## src/source/ntm_cfg.svh

```systemverilog
/*
 * NTM write head configuration
 * Element width, longest write vector and size counter width
 */

`ifndef NTM_CFG_SVH
`define NTM_CFG_SVH

// Element width in bits
`define NTM_DATA_SIZE 16

// Longest row the a buffer can hold
`define NTM_MAX_W 8

// Width of size inputs and row/column counters
`define NTM_SIZE_BITS 4

`endif

```

## src/source/ntm_pkg.sv

```systemverilog
/*
 * NTM write head types
 * Controller states and adder opcodes
 */

`default_nettype none

package ntm_pkg;

  // Write head controller states
  typedef enum logic [2:0] {
    IDLE,
    LOAD_A,
    GET_W,
    STREAM_M,
    DRAIN,
    DONE
  } write_state_t;

  // Adder opcodes
  // Subtraction is the erase-style update
  typedef enum logic [1:0] {
    OP_ADD = 2'd0,
    OP_SUB = 2'd1
  } adder_op_t;

endpackage

`default_nettype wire

```

## src/source/ntm_vector_adder.sv

```systemverilog
/*
 * Streaming vector adder/subtractor
 * Combines a memory element with its product, one cycle latency,
 * result wraps to DATA_SIZE bits
 */

`default_nettype none

`include "ntm_cfg.svh"

module ntm_vector_adder
  import ntm_pkg::*;
#(
  parameter int DATA_SIZE = `NTM_DATA_SIZE
) (
  input  logic                 CLK,
  input  logic                 RST,

  // Operand strobe, opcode and data
  input  logic                 operand_enable,
  input  adder_op_t            operation,
  input  logic [DATA_SIZE-1:0] data_a_in,
  input  logic [DATA_SIZE-1:0] data_b_in,

  // Result
  output logic                 sum_enable,
  output logic [DATA_SIZE-1:0] sum
);

  ////////////////////////////////////////
  // Arithmetic
  ////////////////////////////////////////

  logic [DATA_SIZE-1:0] result;

  // Plain wrap, no carry or borrow kept
  always_comb begin
    case (operation)
      OP_SUB:  result = data_a_in - data_b_in;
      default: result = data_a_in + data_b_in;
    endcase
  end

  ////////////////////////////////////////
  // Output registers
  ////////////////////////////////////////

  // Strobe follows operand_enable by one cycle
  always_ff @(posedge CLK or posedge RST) begin
    if (RST) begin
      sum_enable <= 1'b0;
    end else begin
      sum_enable <= operand_enable;
    end
  end

  // Result only loads on a valid operand
  always_ff @(posedge CLK) begin
    if (operand_enable) begin
      sum <= result;
    end
  end

  ////////////////////////////////////////
  // Checks
  ////////////////////////////////////////

  // Opcode must be defined whenever an operand is taken
  a_legal_operation : assert property (
    @(posedge CLK) disable iff (RST)
    operand_enable |-> (operation inside {OP_ADD, OP_SUB})
  ) else $error("illegal adder opcode %0d", operation);

endmodule

`default_nettype wire

```

## src/source/ntm_vector_multiplier.sv

```systemverilog
/*
 * Streaming vector multiplier
 * Scales each strobed element by a held scalar, one cycle latency,
 * product wraps to DATA_SIZE bits
 */

`default_nettype none

`include "ntm_cfg.svh"

module ntm_vector_multiplier #(
  parameter int DATA_SIZE = `NTM_DATA_SIZE
) (
  input  logic                 CLK,
  input  logic                 RST,

  // Operand strobe and data
  input  logic                 operand_enable,
  input  logic [DATA_SIZE-1:0] scalar_in,
  input  logic [DATA_SIZE-1:0] element_in,

  // Result
  output logic                 product_enable,
  output logic [DATA_SIZE-1:0] product
);

  ////////////////////////////////////////
  // Strobe pipeline
  ////////////////////////////////////////

  // One pulse out per operand strobe
  always_ff @(posedge CLK or posedge RST) begin
    if (RST) begin
      product_enable <= 1'b0;
    end else begin
      product_enable <= operand_enable;
    end
  end

  ////////////////////////////////////////
  // Product register
  ////////////////////////////////////////

  // Low half of the full product only
  always_ff @(posedge CLK) begin
    if (operand_enable) begin
      product <= DATA_SIZE'(scalar_in * element_in);
    end
  end

  ////////////////////////////////////////
  // Checks
  ////////////////////////////////////////

  // Scalar and element must be loaded before a product is taken
  a_known_operands : assert property (
    @(posedge CLK) disable iff (RST)
    operand_enable |-> !$isunknown({scalar_in, element_in})
  ) else $error("operand strobe with unknown scalar or element");

endmodule

`default_nettype wire

```

## src/source/ntm_writing.sv

```systemverilog
/*
 * NTM write head
 * Applies M(j,k) <= M(j,k) +/- w(j)*a(k) to a streamed memory,
 * buffering a and walking rows and columns, two cycle element latency
 */

`default_nettype none

`include "ntm_cfg.svh"

module ntm_writing
  import ntm_pkg::*;
(
  input  logic                         CLK,
  input  logic                         RST,

  // Run control
  input  logic                         start,
  input  adder_op_t                    write_op,
  input  logic [`NTM_SIZE_BITS-1:0]    size_n_in,
  input  logic [`NTM_SIZE_BITS-1:0]    size_w_in,

  // Element strobes
  input  logic                         a_in_enable,
  input  logic                         w_in_enable,
  input  logic                         m_in_enable,
  input  logic [`NTM_DATA_SIZE-1:0]    a_in,
  input  logic [`NTM_DATA_SIZE-1:0]    w_in,
  input  logic [`NTM_DATA_SIZE-1:0]    m_in,

  // Updated elements
  output logic                         m_out_enable,
  output logic [`NTM_DATA_SIZE-1:0]    m_out,

  // Done pulse
  output logic                         ready
);

  // Buffer index width
  localparam int IDX_BITS = $clog2(`NTM_MAX_W);

  ////////////////////////////////////////
  // Signals
  ////////////////////////////////////////

  // FSM
  write_state_t state;

  // Run parameters latched at start
  adder_op_t                   op_reg;
  logic [`NTM_SIZE_BITS-1:0]   size_n_reg;
  logic [`NTM_SIZE_BITS-1:0]   size_w_reg;

  // Position in the matrix
  logic [`NTM_SIZE_BITS-1:0]   row_cnt;
  logic [`NTM_SIZE_BITS-1:0]   col_cnt;
  logic                        last_col;
  logic                        last_row;

  // Write vector and row weight
  logic [`NTM_DATA_SIZE-1:0]   a_buf [`NTM_MAX_W];
  logic [`NTM_DATA_SIZE-1:0]   w_reg;

  // Memory element aligned with its product
  logic [`NTM_DATA_SIZE-1:0]   m_dly;

  // Multiplier side
  logic                        mul_en;
  logic [`NTM_DATA_SIZE-1:0]   mul_element;
  logic                        prod_en;
  logic [`NTM_DATA_SIZE-1:0]   prod;

  // Outputs seen in this run
  logic [2*`NTM_SIZE_BITS-1:0] out_cnt;

  ////////////////////////////////////////
  // Counters and strobe decode
  ////////////////////////////////////////

  assign last_col = (col_cnt == size_w_reg - 1'b1);
  assign last_row = (row_cnt == size_n_reg - 1'b1);

  // Memory strobes count only while streaming a row
  assign mul_en = m_in_enable && (state == STREAM_M);

  // a(k) for the current column
  assign mul_element = a_buf[col_cnt[IDX_BITS-1:0]];

  // Done pulse straight from state
  assign ready = (state == DONE);

  ////////////////////////////////////////
  // Controller FSM
  ////////////////////////////////////////

  always_ff @(posedge CLK or posedge RST) begin
    if (RST) begin
      state      <= IDLE;
      op_reg     <= OP_ADD;
      size_n_reg <= '0;
      size_w_reg <= '0;
      row_cnt    <= '0;
      col_cnt    <= '0;
    end else begin
      case (state)
        IDLE: begin
          // Latch run parameters
          if (start) begin
            op_reg     <= write_op;
            size_n_reg <= size_n_in;
            size_w_reg <= size_w_in;
            row_cnt    <= '0;
            col_cnt    <= '0;
            state      <= LOAD_A;
          end
        end

        LOAD_A: begin
          // Fill slots 0 .. size_w-1
          if (a_in_enable) begin
            if (last_col) begin
              col_cnt <= '0;
              state   <= GET_W;
            end else begin
              col_cnt <= col_cnt + 1'b1;
            end
          end
        end

        GET_W: begin
          // One weight per row
          if (w_in_enable) begin
            state <= STREAM_M;
          end
        end

        STREAM_M: begin
          if (mul_en) begin
            if (last_col) begin
              col_cnt <= '0;
              // Last row done, wait for the pipeline
              if (last_row) begin
                state <= DRAIN;
              end else begin
                row_cnt <= row_cnt + 1'b1;
                state   <= GET_W;
              end
            end else begin
              col_cnt <= col_cnt + 1'b1;
            end
          end
        end

        DRAIN: begin
          // Final output leaves with nothing behind it
          if (m_out_enable && !prod_en) begin
            state <= DONE;
          end
        end

        DONE: begin
          state <= IDLE;
        end

        default: begin
          state <= IDLE;
        end
      endcase
    end
  end

  // Output count per run, cleared when a run starts
  always_ff @(posedge CLK or posedge RST) begin
    if (RST) begin
      out_cnt <= '0;
    end else if (start && (state == IDLE)) begin
      out_cnt <= '0;
    end else if (m_out_enable) begin
      out_cnt <= out_cnt + 1'b1;
    end
  end

  ////////////////////////////////////////
  // Data registers
  ////////////////////////////////////////

  // a buffer write port
  always_ff @(posedge CLK) begin
    if (a_in_enable && (state == LOAD_A)) begin
      a_buf[col_cnt[IDX_BITS-1:0]] <= a_in;
    end
  end

  // Row weight, held for the whole row
  always_ff @(posedge CLK) begin
    if (w_in_enable && (state == GET_W)) begin
      w_reg <= w_in;
    end
  end

  // One stage delay so m meets w*a at the adder
  always_ff @(posedge CLK) begin
    if (mul_en) begin
      m_dly <= m_in;
    end
  end

  ////////////////////////////////////////
  // Arithmetic stages
  ////////////////////////////////////////

  // w(j) * a(k)
  ntm_vector_multiplier #(
    .DATA_SIZE(`NTM_DATA_SIZE)
  ) vector_multiplier (
    .CLK           (CLK),
    .RST           (RST),
    .operand_enable(mul_en),
    .scalar_in     (w_reg),
    .element_in    (mul_element),
    .product_enable(prod_en),
    .product       (prod)
  );

  // M +/- w*a, feeds the outputs directly
  ntm_vector_adder #(
    .DATA_SIZE(`NTM_DATA_SIZE)
  ) vector_adder (
    .CLK           (CLK),
    .RST           (RST),
    .operand_enable(prod_en),
    .operation     (op_reg),
    .data_a_in     (m_dly),
    .data_b_in     (prod),
    .sum_enable    (m_out_enable),
    .sum           (m_out)
  );

  ////////////////////////////////////////
  // Checks
  ////////////////////////////////////////

  // Sizes must fit the buffer and be nonzero
  a_start_sizes : assert property (
    @(posedge CLK) disable iff (RST)
    (start && (state == IDLE)) |->
      (size_w_in != '0) && (size_w_in <= `NTM_MAX_W) && (size_n_in != '0)
  ) else $error("bad sizes at start n=%0d w=%0d", size_n_in, size_w_in);

  // Done only right after the last output of a full matrix
  a_ready_complete : assert property (
    @(posedge CLK) disable iff (RST)
    ready |-> $past(m_out_enable) && (out_cnt == size_n_reg * size_w_reg)
  ) else $error("ready before rows and columns complete");

endmodule

`default_nettype wire

```

## config.mk

```make
export PLATFORM = sky130hd
export DESIGN_NAME = ntm_writing
export DESIGN_NICKNAME = d
export VERILOG_FILES = /design/src/source/ntm_pkg.sv /design/src/source/ntm_vector_adder.sv /design/src/source/ntm_vector_multiplier.sv /design/src/source/ntm_writing.sv
export VERILOG_INCLUDE_DIRS = /design/src /design/src/source
export SDC_FILE = /design/constraint.sdc
export NUM_CORES = 1
export LEC_CHECK = 0
export BUFFER_PORTS_ARGS = -buffer_cell sky130_fd_sc_hd__buf_2
export CORE_UTILIZATION = 38
export CTS_CLUSTER_SIZE = 16
export DETAILED_ROUTE_END_ITERATION = 12
export SKIP_LAST_GASP = 1
export SLEW_MARGIN = 30
export SYNTH_ARGS = -nofsm -noshare
export SYNTH_HDL_FRONTEND = slang
export SYNTH_HIERARCHICAL = 1
export SYNTH_SLANG_ARGS = --single-unit
```

## constraint.sdc

```tcl
create_clock -name CLK -period 7.2 [get_ports CLK]
set_clock_uncertainty 0.2 [all_clocks]
set_input_delay 1.44 -clock CLK [delete_from_list [all_inputs] [get_ports CLK]]
set_output_delay 1.44 -clock CLK [all_outputs]
set_load 0.02 [all_outputs]
```

Yosys cells after proc, flatten, opt, wreduce, memory -nomap -nowiden

Memories as Yosys holds them, arrays and structs flattened.
Index checks and enable logic that the tools add are counted.
Widths: inputs -> output; s select.

Muxes and demuxes: 21
Add/sub/neg operators: 6
Equal/unequal tests: 16
Reduce and logical (&&, ||, !) cells: 12
Multipliers: 1

Operators with widths:

| kind                | count |
|---|---|
| $mux 4              | 7 |
| $mux 3              | 8 |
| $add 16x16->16      | 1 |
| $mul 16x16->16      | 1 |
| $mux 16             | 1 |
| $sub 16x16->16      | 1 |
| $pmux 3 s5          | 1 |
| $ne 2x2->1 const B  | 7 |
| $pmux 4 s3          | 1 |
| $add 4x1->4 const B | 2 |
| $eq 4x4->1          | 2 |
| $pmux 4 s2          | 1 |
| $sub 4x1->4 const B | 2 |
| $reduce_and 7->1    | 1 |
| $eq 3x2->1 const B  | 2 |
| $eq 3x3->1 const B  | 2 |
| $reduce_and 5->1    | 1 |
| $logic_and 1x1->1   | 4 |
| $reduce_and 4->1    | 1 |
| $eq 3x1->1 const B  | 1 |
| $logic_not 3->1     | 1 |
| $reduce_bool 3->1   | 1 |
| $eq 2x1->1 const B  | 1 |
| $mux 1              | 2 |
| other kinds (4)     | 4 |

Memories: 1
Input bits: 64
Word-level logic and storage cells: 69
Register bits: 87
Bits in writable memories: 128
Output and inout bits: 18

Memories:

| memory | depth | width | read ports | clocked after memory_dff | write ports | RTL line          | source |
|---|---|---|---|---|---|---|---|
| a_buf  | 8     | 16    | 1          | 0                        | 1           | ntm_writing.sv:61 | `` logic [`NTM_DATA_SIZE-1:0] a_buf [`NTM_MAX_W]; `` |

Depth between registers and ports, before layout

Depth after elaboration: 6
Gate-level depth with buffers: 27
Gate-level depth less buffers: 24

Cells and area by module

Netlist, hierarchy kept.

By module, submodules not included:

| module                | times used | cells an instance | area an instance (µm²) | seq. area each (µm²) |
|---|---|---|---|---|
| ntm_writing           | 1          | 406               | 7176.9                 | 5330.1 |
| ntm_vector_multiplier | 1          | 491               | 4475.5                 | 505.5 |
| ntm_vector_adder      | 1          | 160               | 1569.0                 | 505.5 |

Worst setup path after synthesis

No wires, ideal clock.

Kind: register to register
From: register col_cnt[1]
To: register vector_multiplier.product[14] (data pin)
Slack: 0.466 ns
Arrival time: 6.264 ns
Library setup time: 0.270 ns
Buffers on the path: 5
Clock period less this slack: 6.734 ns
Stages on the path, launching flop included: 25
Required time: 6.730 ns
Cells stage by stage: dfrtp_1 -> buf_2 -> buf_2 -> buf_2 -> buf_1 -> a31oi_1 -> o221ai_1 -> clkbuf_1 -> nand2_1 -> fa_1 -> fa_1 -> inv_1 -> fa_1 -> inv_1 -> fa_1 -> inv_1 -> fa_1 -> inv_1 -> fa_1 -> inv_1 -> ha_1 -> and4_1 -> a31oi_1 -> a311oi_1 -> xor2_1

Word-level cells in the longest chain between the ends: 2

RTL lines:

| what                     | RTL line                    | source |
|---|---|---|
| start: declaration       | ntm_writing.sv:56           | `` logic [`NTM_SIZE_BITS-1:0] col_cnt; `` |
| start signal: assignment | ntm_writing.sv:125          | `col_cnt <= col_cnt + 1'b1;` |
| start signal: assignment | ntm_writing.sv:149          | `col_cnt <= col_cnt + 1'b1;` |
| $mem_v2 8x16             | --                          |  |
| net mul_element[1]       | ntm_writing.sv:69           | `` logic [`NTM_DATA_SIZE-1:0] mul_element; `` |
| $mul 16x16->16           | ntm_vector_multiplier.sv:47 | `product <= DATA_SIZE'(scalar_in * element_in);` |
| end signal: assignment   | ntm_vector_multiplier.sv:47 |  |
| end: declaration         | ntm_vector_multiplier.sv:24 | `output logic [DATA_SIZE-1:0] product` |

The timed path passes the listed nets, and every way through them passes these cells.
A chain may end at the register's enable or synchronous reset.

Worst setup path in the final report

From: register col_cnt[0]
To: register vector_multiplier.product[15] (data pin)

Same word-level chain as after synthesis.

==> results.cfg <==
[run_status]
status = finished clean

[setup_path]
critical_path_class = reg -> reg
start_kind = flop
critPathRequiredTime_ns = 7.29
arrival_ns = 6.76
end_kind = flop
crit_fanout = 14

[final_layout]
largest_reg_flops = 128
layout-drive-gt1-share_pct = 18.4
synthToLayoutAreaGrowth_pct = 13.9
final_cell_area_mm2 = 0.0151
fin_util_pct = 44.5
final_cells = 1621
layout.nets = 1368

[route]
m1WireLength_um = 12600
drc_errors = 0
wl_per_cell_um = 17.1
top_layer = met5
wirelength_um = 27700
dr.pass1.iters = 6
vias = 8029
drtIter0Drc = 402
vias_per_cell = 4.95
wl_met3_um = 1230
ant_nets = 0
routed-wl-met2_um = 13100

[global_route]
grt_max_degree = 34
antenna_found_initial = 2
grt_pass1_wl_um = 45100
grt_usage_pct = 16.2
grt-ovfl-total = 0
grt_pass1_vias = 8396

[power]
power_switching_mw = 1.25
pwr-share-comb_pct = 33.7
p_clk_share_pct = 30.4
p_seq_share_pct = 36.0
p_leak_nw = 6.05
irDropWorstVdd_mv = 0.224
p_per_area_mw_per_mm2 = 264
p_int_mw = 2.73
p_sw_share_pct = 31.4

[floorplan]
start_util_pct = 39.0
fp.dieH_um = 189
fp-row-count = 67
core_mm2 = 0.0339
io_pins = 82
die_x_um = 189
dieArea_mm2 = 0.0355

[placement]
place_inst = 1576
place_hpwl_um = 19900
place_ws_ns = 0.493
place.gp.congestion = 0.838
io_buffers = 81
placed_area_mm2 = 0.0143

[timing]
min_period_over_period_pct = 92.6
slew_violations = 0
period_needed_ns = 6.67
worst_pin_slew_ns = 0.909
tns_ns = 0
hold_viol = 0
setup_viol = 0
fin_ws_ns = 0.532
slew_headroom_pct = 39.2
max_freq_ghz = 0.150
rsz0062_at_grt = false

[clocking]
insertion_delay_ns = 0.54
clockRootBuffer = clkbuf_16
numCtsBuffers = 24
tritoncts = built
clkTransAtPathRegs_ns = 0.06
clockBufferDepth = 3
cts_setup_buffers = 0
cts_hold_buffers = 0
cts.sinks = 215
htree_levels = 1

[synth]
synth-edff-count = 192
synth.avg_cell_area_um2 = 12.5
yosys.area.top_type = edfxtp_1
ys_seq_area_share_pct = 48.0
netlist_area_mm2 = 0.0132
yosysTopAreaCellShare_pct = 43.6
syn-num-nets = 1271
synthFlopType = edfxtp_1
synth.distinct_cells = 72
synth_seq_cells = 215
syn-instance-count = 1057
synth.area.top_cells = edfxtp_1 (44%), fa_1 (12%), ha_1 (6.5%), dfrtp_1 (4.4%), inv_1 (3.9%)
async_reset_ff_share_pct = 10.7
yosysWarnings = 6

[job]
drv_cap = 0

[worst_hold_path]
min_path_type = reg -> reg
[critical path: stages (launching register included)]
cell and delay, ns:
dfrtp_1 0.43, buf_4 0.26, mux4_2 0.51, mux2_2 0.37, and2_2 0.23, fa_1 0.47
inv_1 0.05, fa_1 0.46, fa_1 0.51, inv_1 0.05, fa_1 0.51, fa_1 0.55
inv_1 0.06, fa_1 0.54, inv_1 0.05, ha_1 0.34, a21o_1 0.21, nor3_1 0.12
o21ai_0 0.14, a41oi_1 0.27, xnor2_1 0.09
[repair_timing]
item,4_1_cts,5_1_grt
resized for setup,0,1
setup endpoints to repair,0,1
endpoints found under the hold margin,0,0
[layout by cell type, fill, tap and decap left out, types with 4 or more instances in the layout]
cell type  netlist  routed
a21o_1          10      10
a21oi_1         33      33
a22oi_1          6       6
a31oi_1         10      10
and2_1          61      61
and2_2           8       8
buf_2            6      81
buf_4            0      23
clkbuf_16        0      24
clkinv_1         0       5
clkinv_2         0       5
dfrtp_1         23      21
edfxtp_1       192     192
fa_1            81      81
ha_1            69      69
inv_1          136     135
mux2_2          20      20
mux2i_1         10      10
mux4_2          20      20
nand2_1        100     100
nand2b_1        11      11
nand3_1         11      11
nor2_1          36      36
nor2b_1          6       6
nor3_1          12       9
o21ai_0         24      24
o21bai_1         4       4
o221ai_1         5       5
xnor2_1         54      54
xor2_1          19      19
[synth_stat cells (3+ instances only)]
cell and number:
edfxtp_1 192, inv_1 136, nand2_1 100, fa_1 81, ha_1 69, and2_1 61
xnor2_1 54, nor2_1 36, a21oi_1 33, clkbuf_1 25, o21ai_0 24, dfrtp_1 23
mux2_2 20, mux4_2 20, xor2_1 19, nor3_1 12, nand2b_1 11, nand3_1 11
a21o_1 10, a31oi_1 10, mux2i_1 10, and2_2 8, a22oi_1 6, buf_2 6
nor2b_1 6, o221ai_1 5, o21bai_1 4, a211oi_1 3, a221oi_1 3, and3_1 3
buf_1 3, nand4b_1 3, o22ai_1 3, o41ai_2 3
[path summary, 6_finish.rpt]
path	start	endpoint	slack, ns	cells past startpoint
worst min register to register	col_cnt[3]	col_cnt[3]	0.32	1
worst max register to register	col_cnt[0]	vector_multiplier/product[15]	0.53	20
max in group asynchronous	RST	col_cnt[1]	5.63	2
min in group asynchronous	RST	vector_adder/sum_enable	0.55	2
worst min-delay path	col_cnt[3]	col_cnt[3]	0.32	1
worst max-delay path	col_cnt[0]	vector_multiplier/product[15]	0.53	20
[per-layer routing]
| metal | vias to the layer above | GRT usage [%] |
|---|---|---|
| li1 | 3839 | - |
| met1 | 3976 | 21.3 |
| met2 | 167 | 27.2 |
| met3 | 45 | 2.85 |
| met4 | 2 | 4.56 |
| met5 | - | 0 |
[area by class of cell]
type / instances / area (µm²)
diodes: 1 / 2.50
clock buffers: 27 / 612
clock inverters: 17 / 178
fillers: 3198 / 18800
inverters: 136 / 510
multi-input cells: 671 / 6250
flip-flops and latches: 215 / 6340
well taps: 448 / 561
repair buffers: 106 / 604
[power by group through the flow]
stage	clock [mW]	sequential (mW)	combinational, mW
6_report	1.21	1.43	1.34
5_1_grt	1.29	1.43	1.54
4_1_cts	1.24	1.43	1.35
3_5_place_dp	0	1.46	1.34
3_3_place_gp	0	1.46	1.32
2_1_floorplan	0	1.45	1.06
[cells by family (layout without fill, tap and decap cells)]
group	count (synthesis)	in the layout	share of synthesized area (%)
buffers and inverters	171	286	4.92
adder cells (fa/ha/maj)	150	150	18.8
XOR/XNOR	76	76	5.31
flip-flops	215	215	48.0
AO/OA/AOI/OAI	127	127	6.69
AND/OR/NAND/NOR	267	267	10.3
multiplexers	51	51	5.98
other	0	1	0
[per-stage QoR]
step / hold slack [ns] / total power, mW
after detailed placement: 0.315 / 2.79
after floorplan: 0.284 / 2.52
after global placement: 0.307 / 2.77
after global routing: 0.345 / 4.26
after CTS: 0.328 / 4.03
final: 0.324 / 3.98
Power figures use the tool's default switching activity.
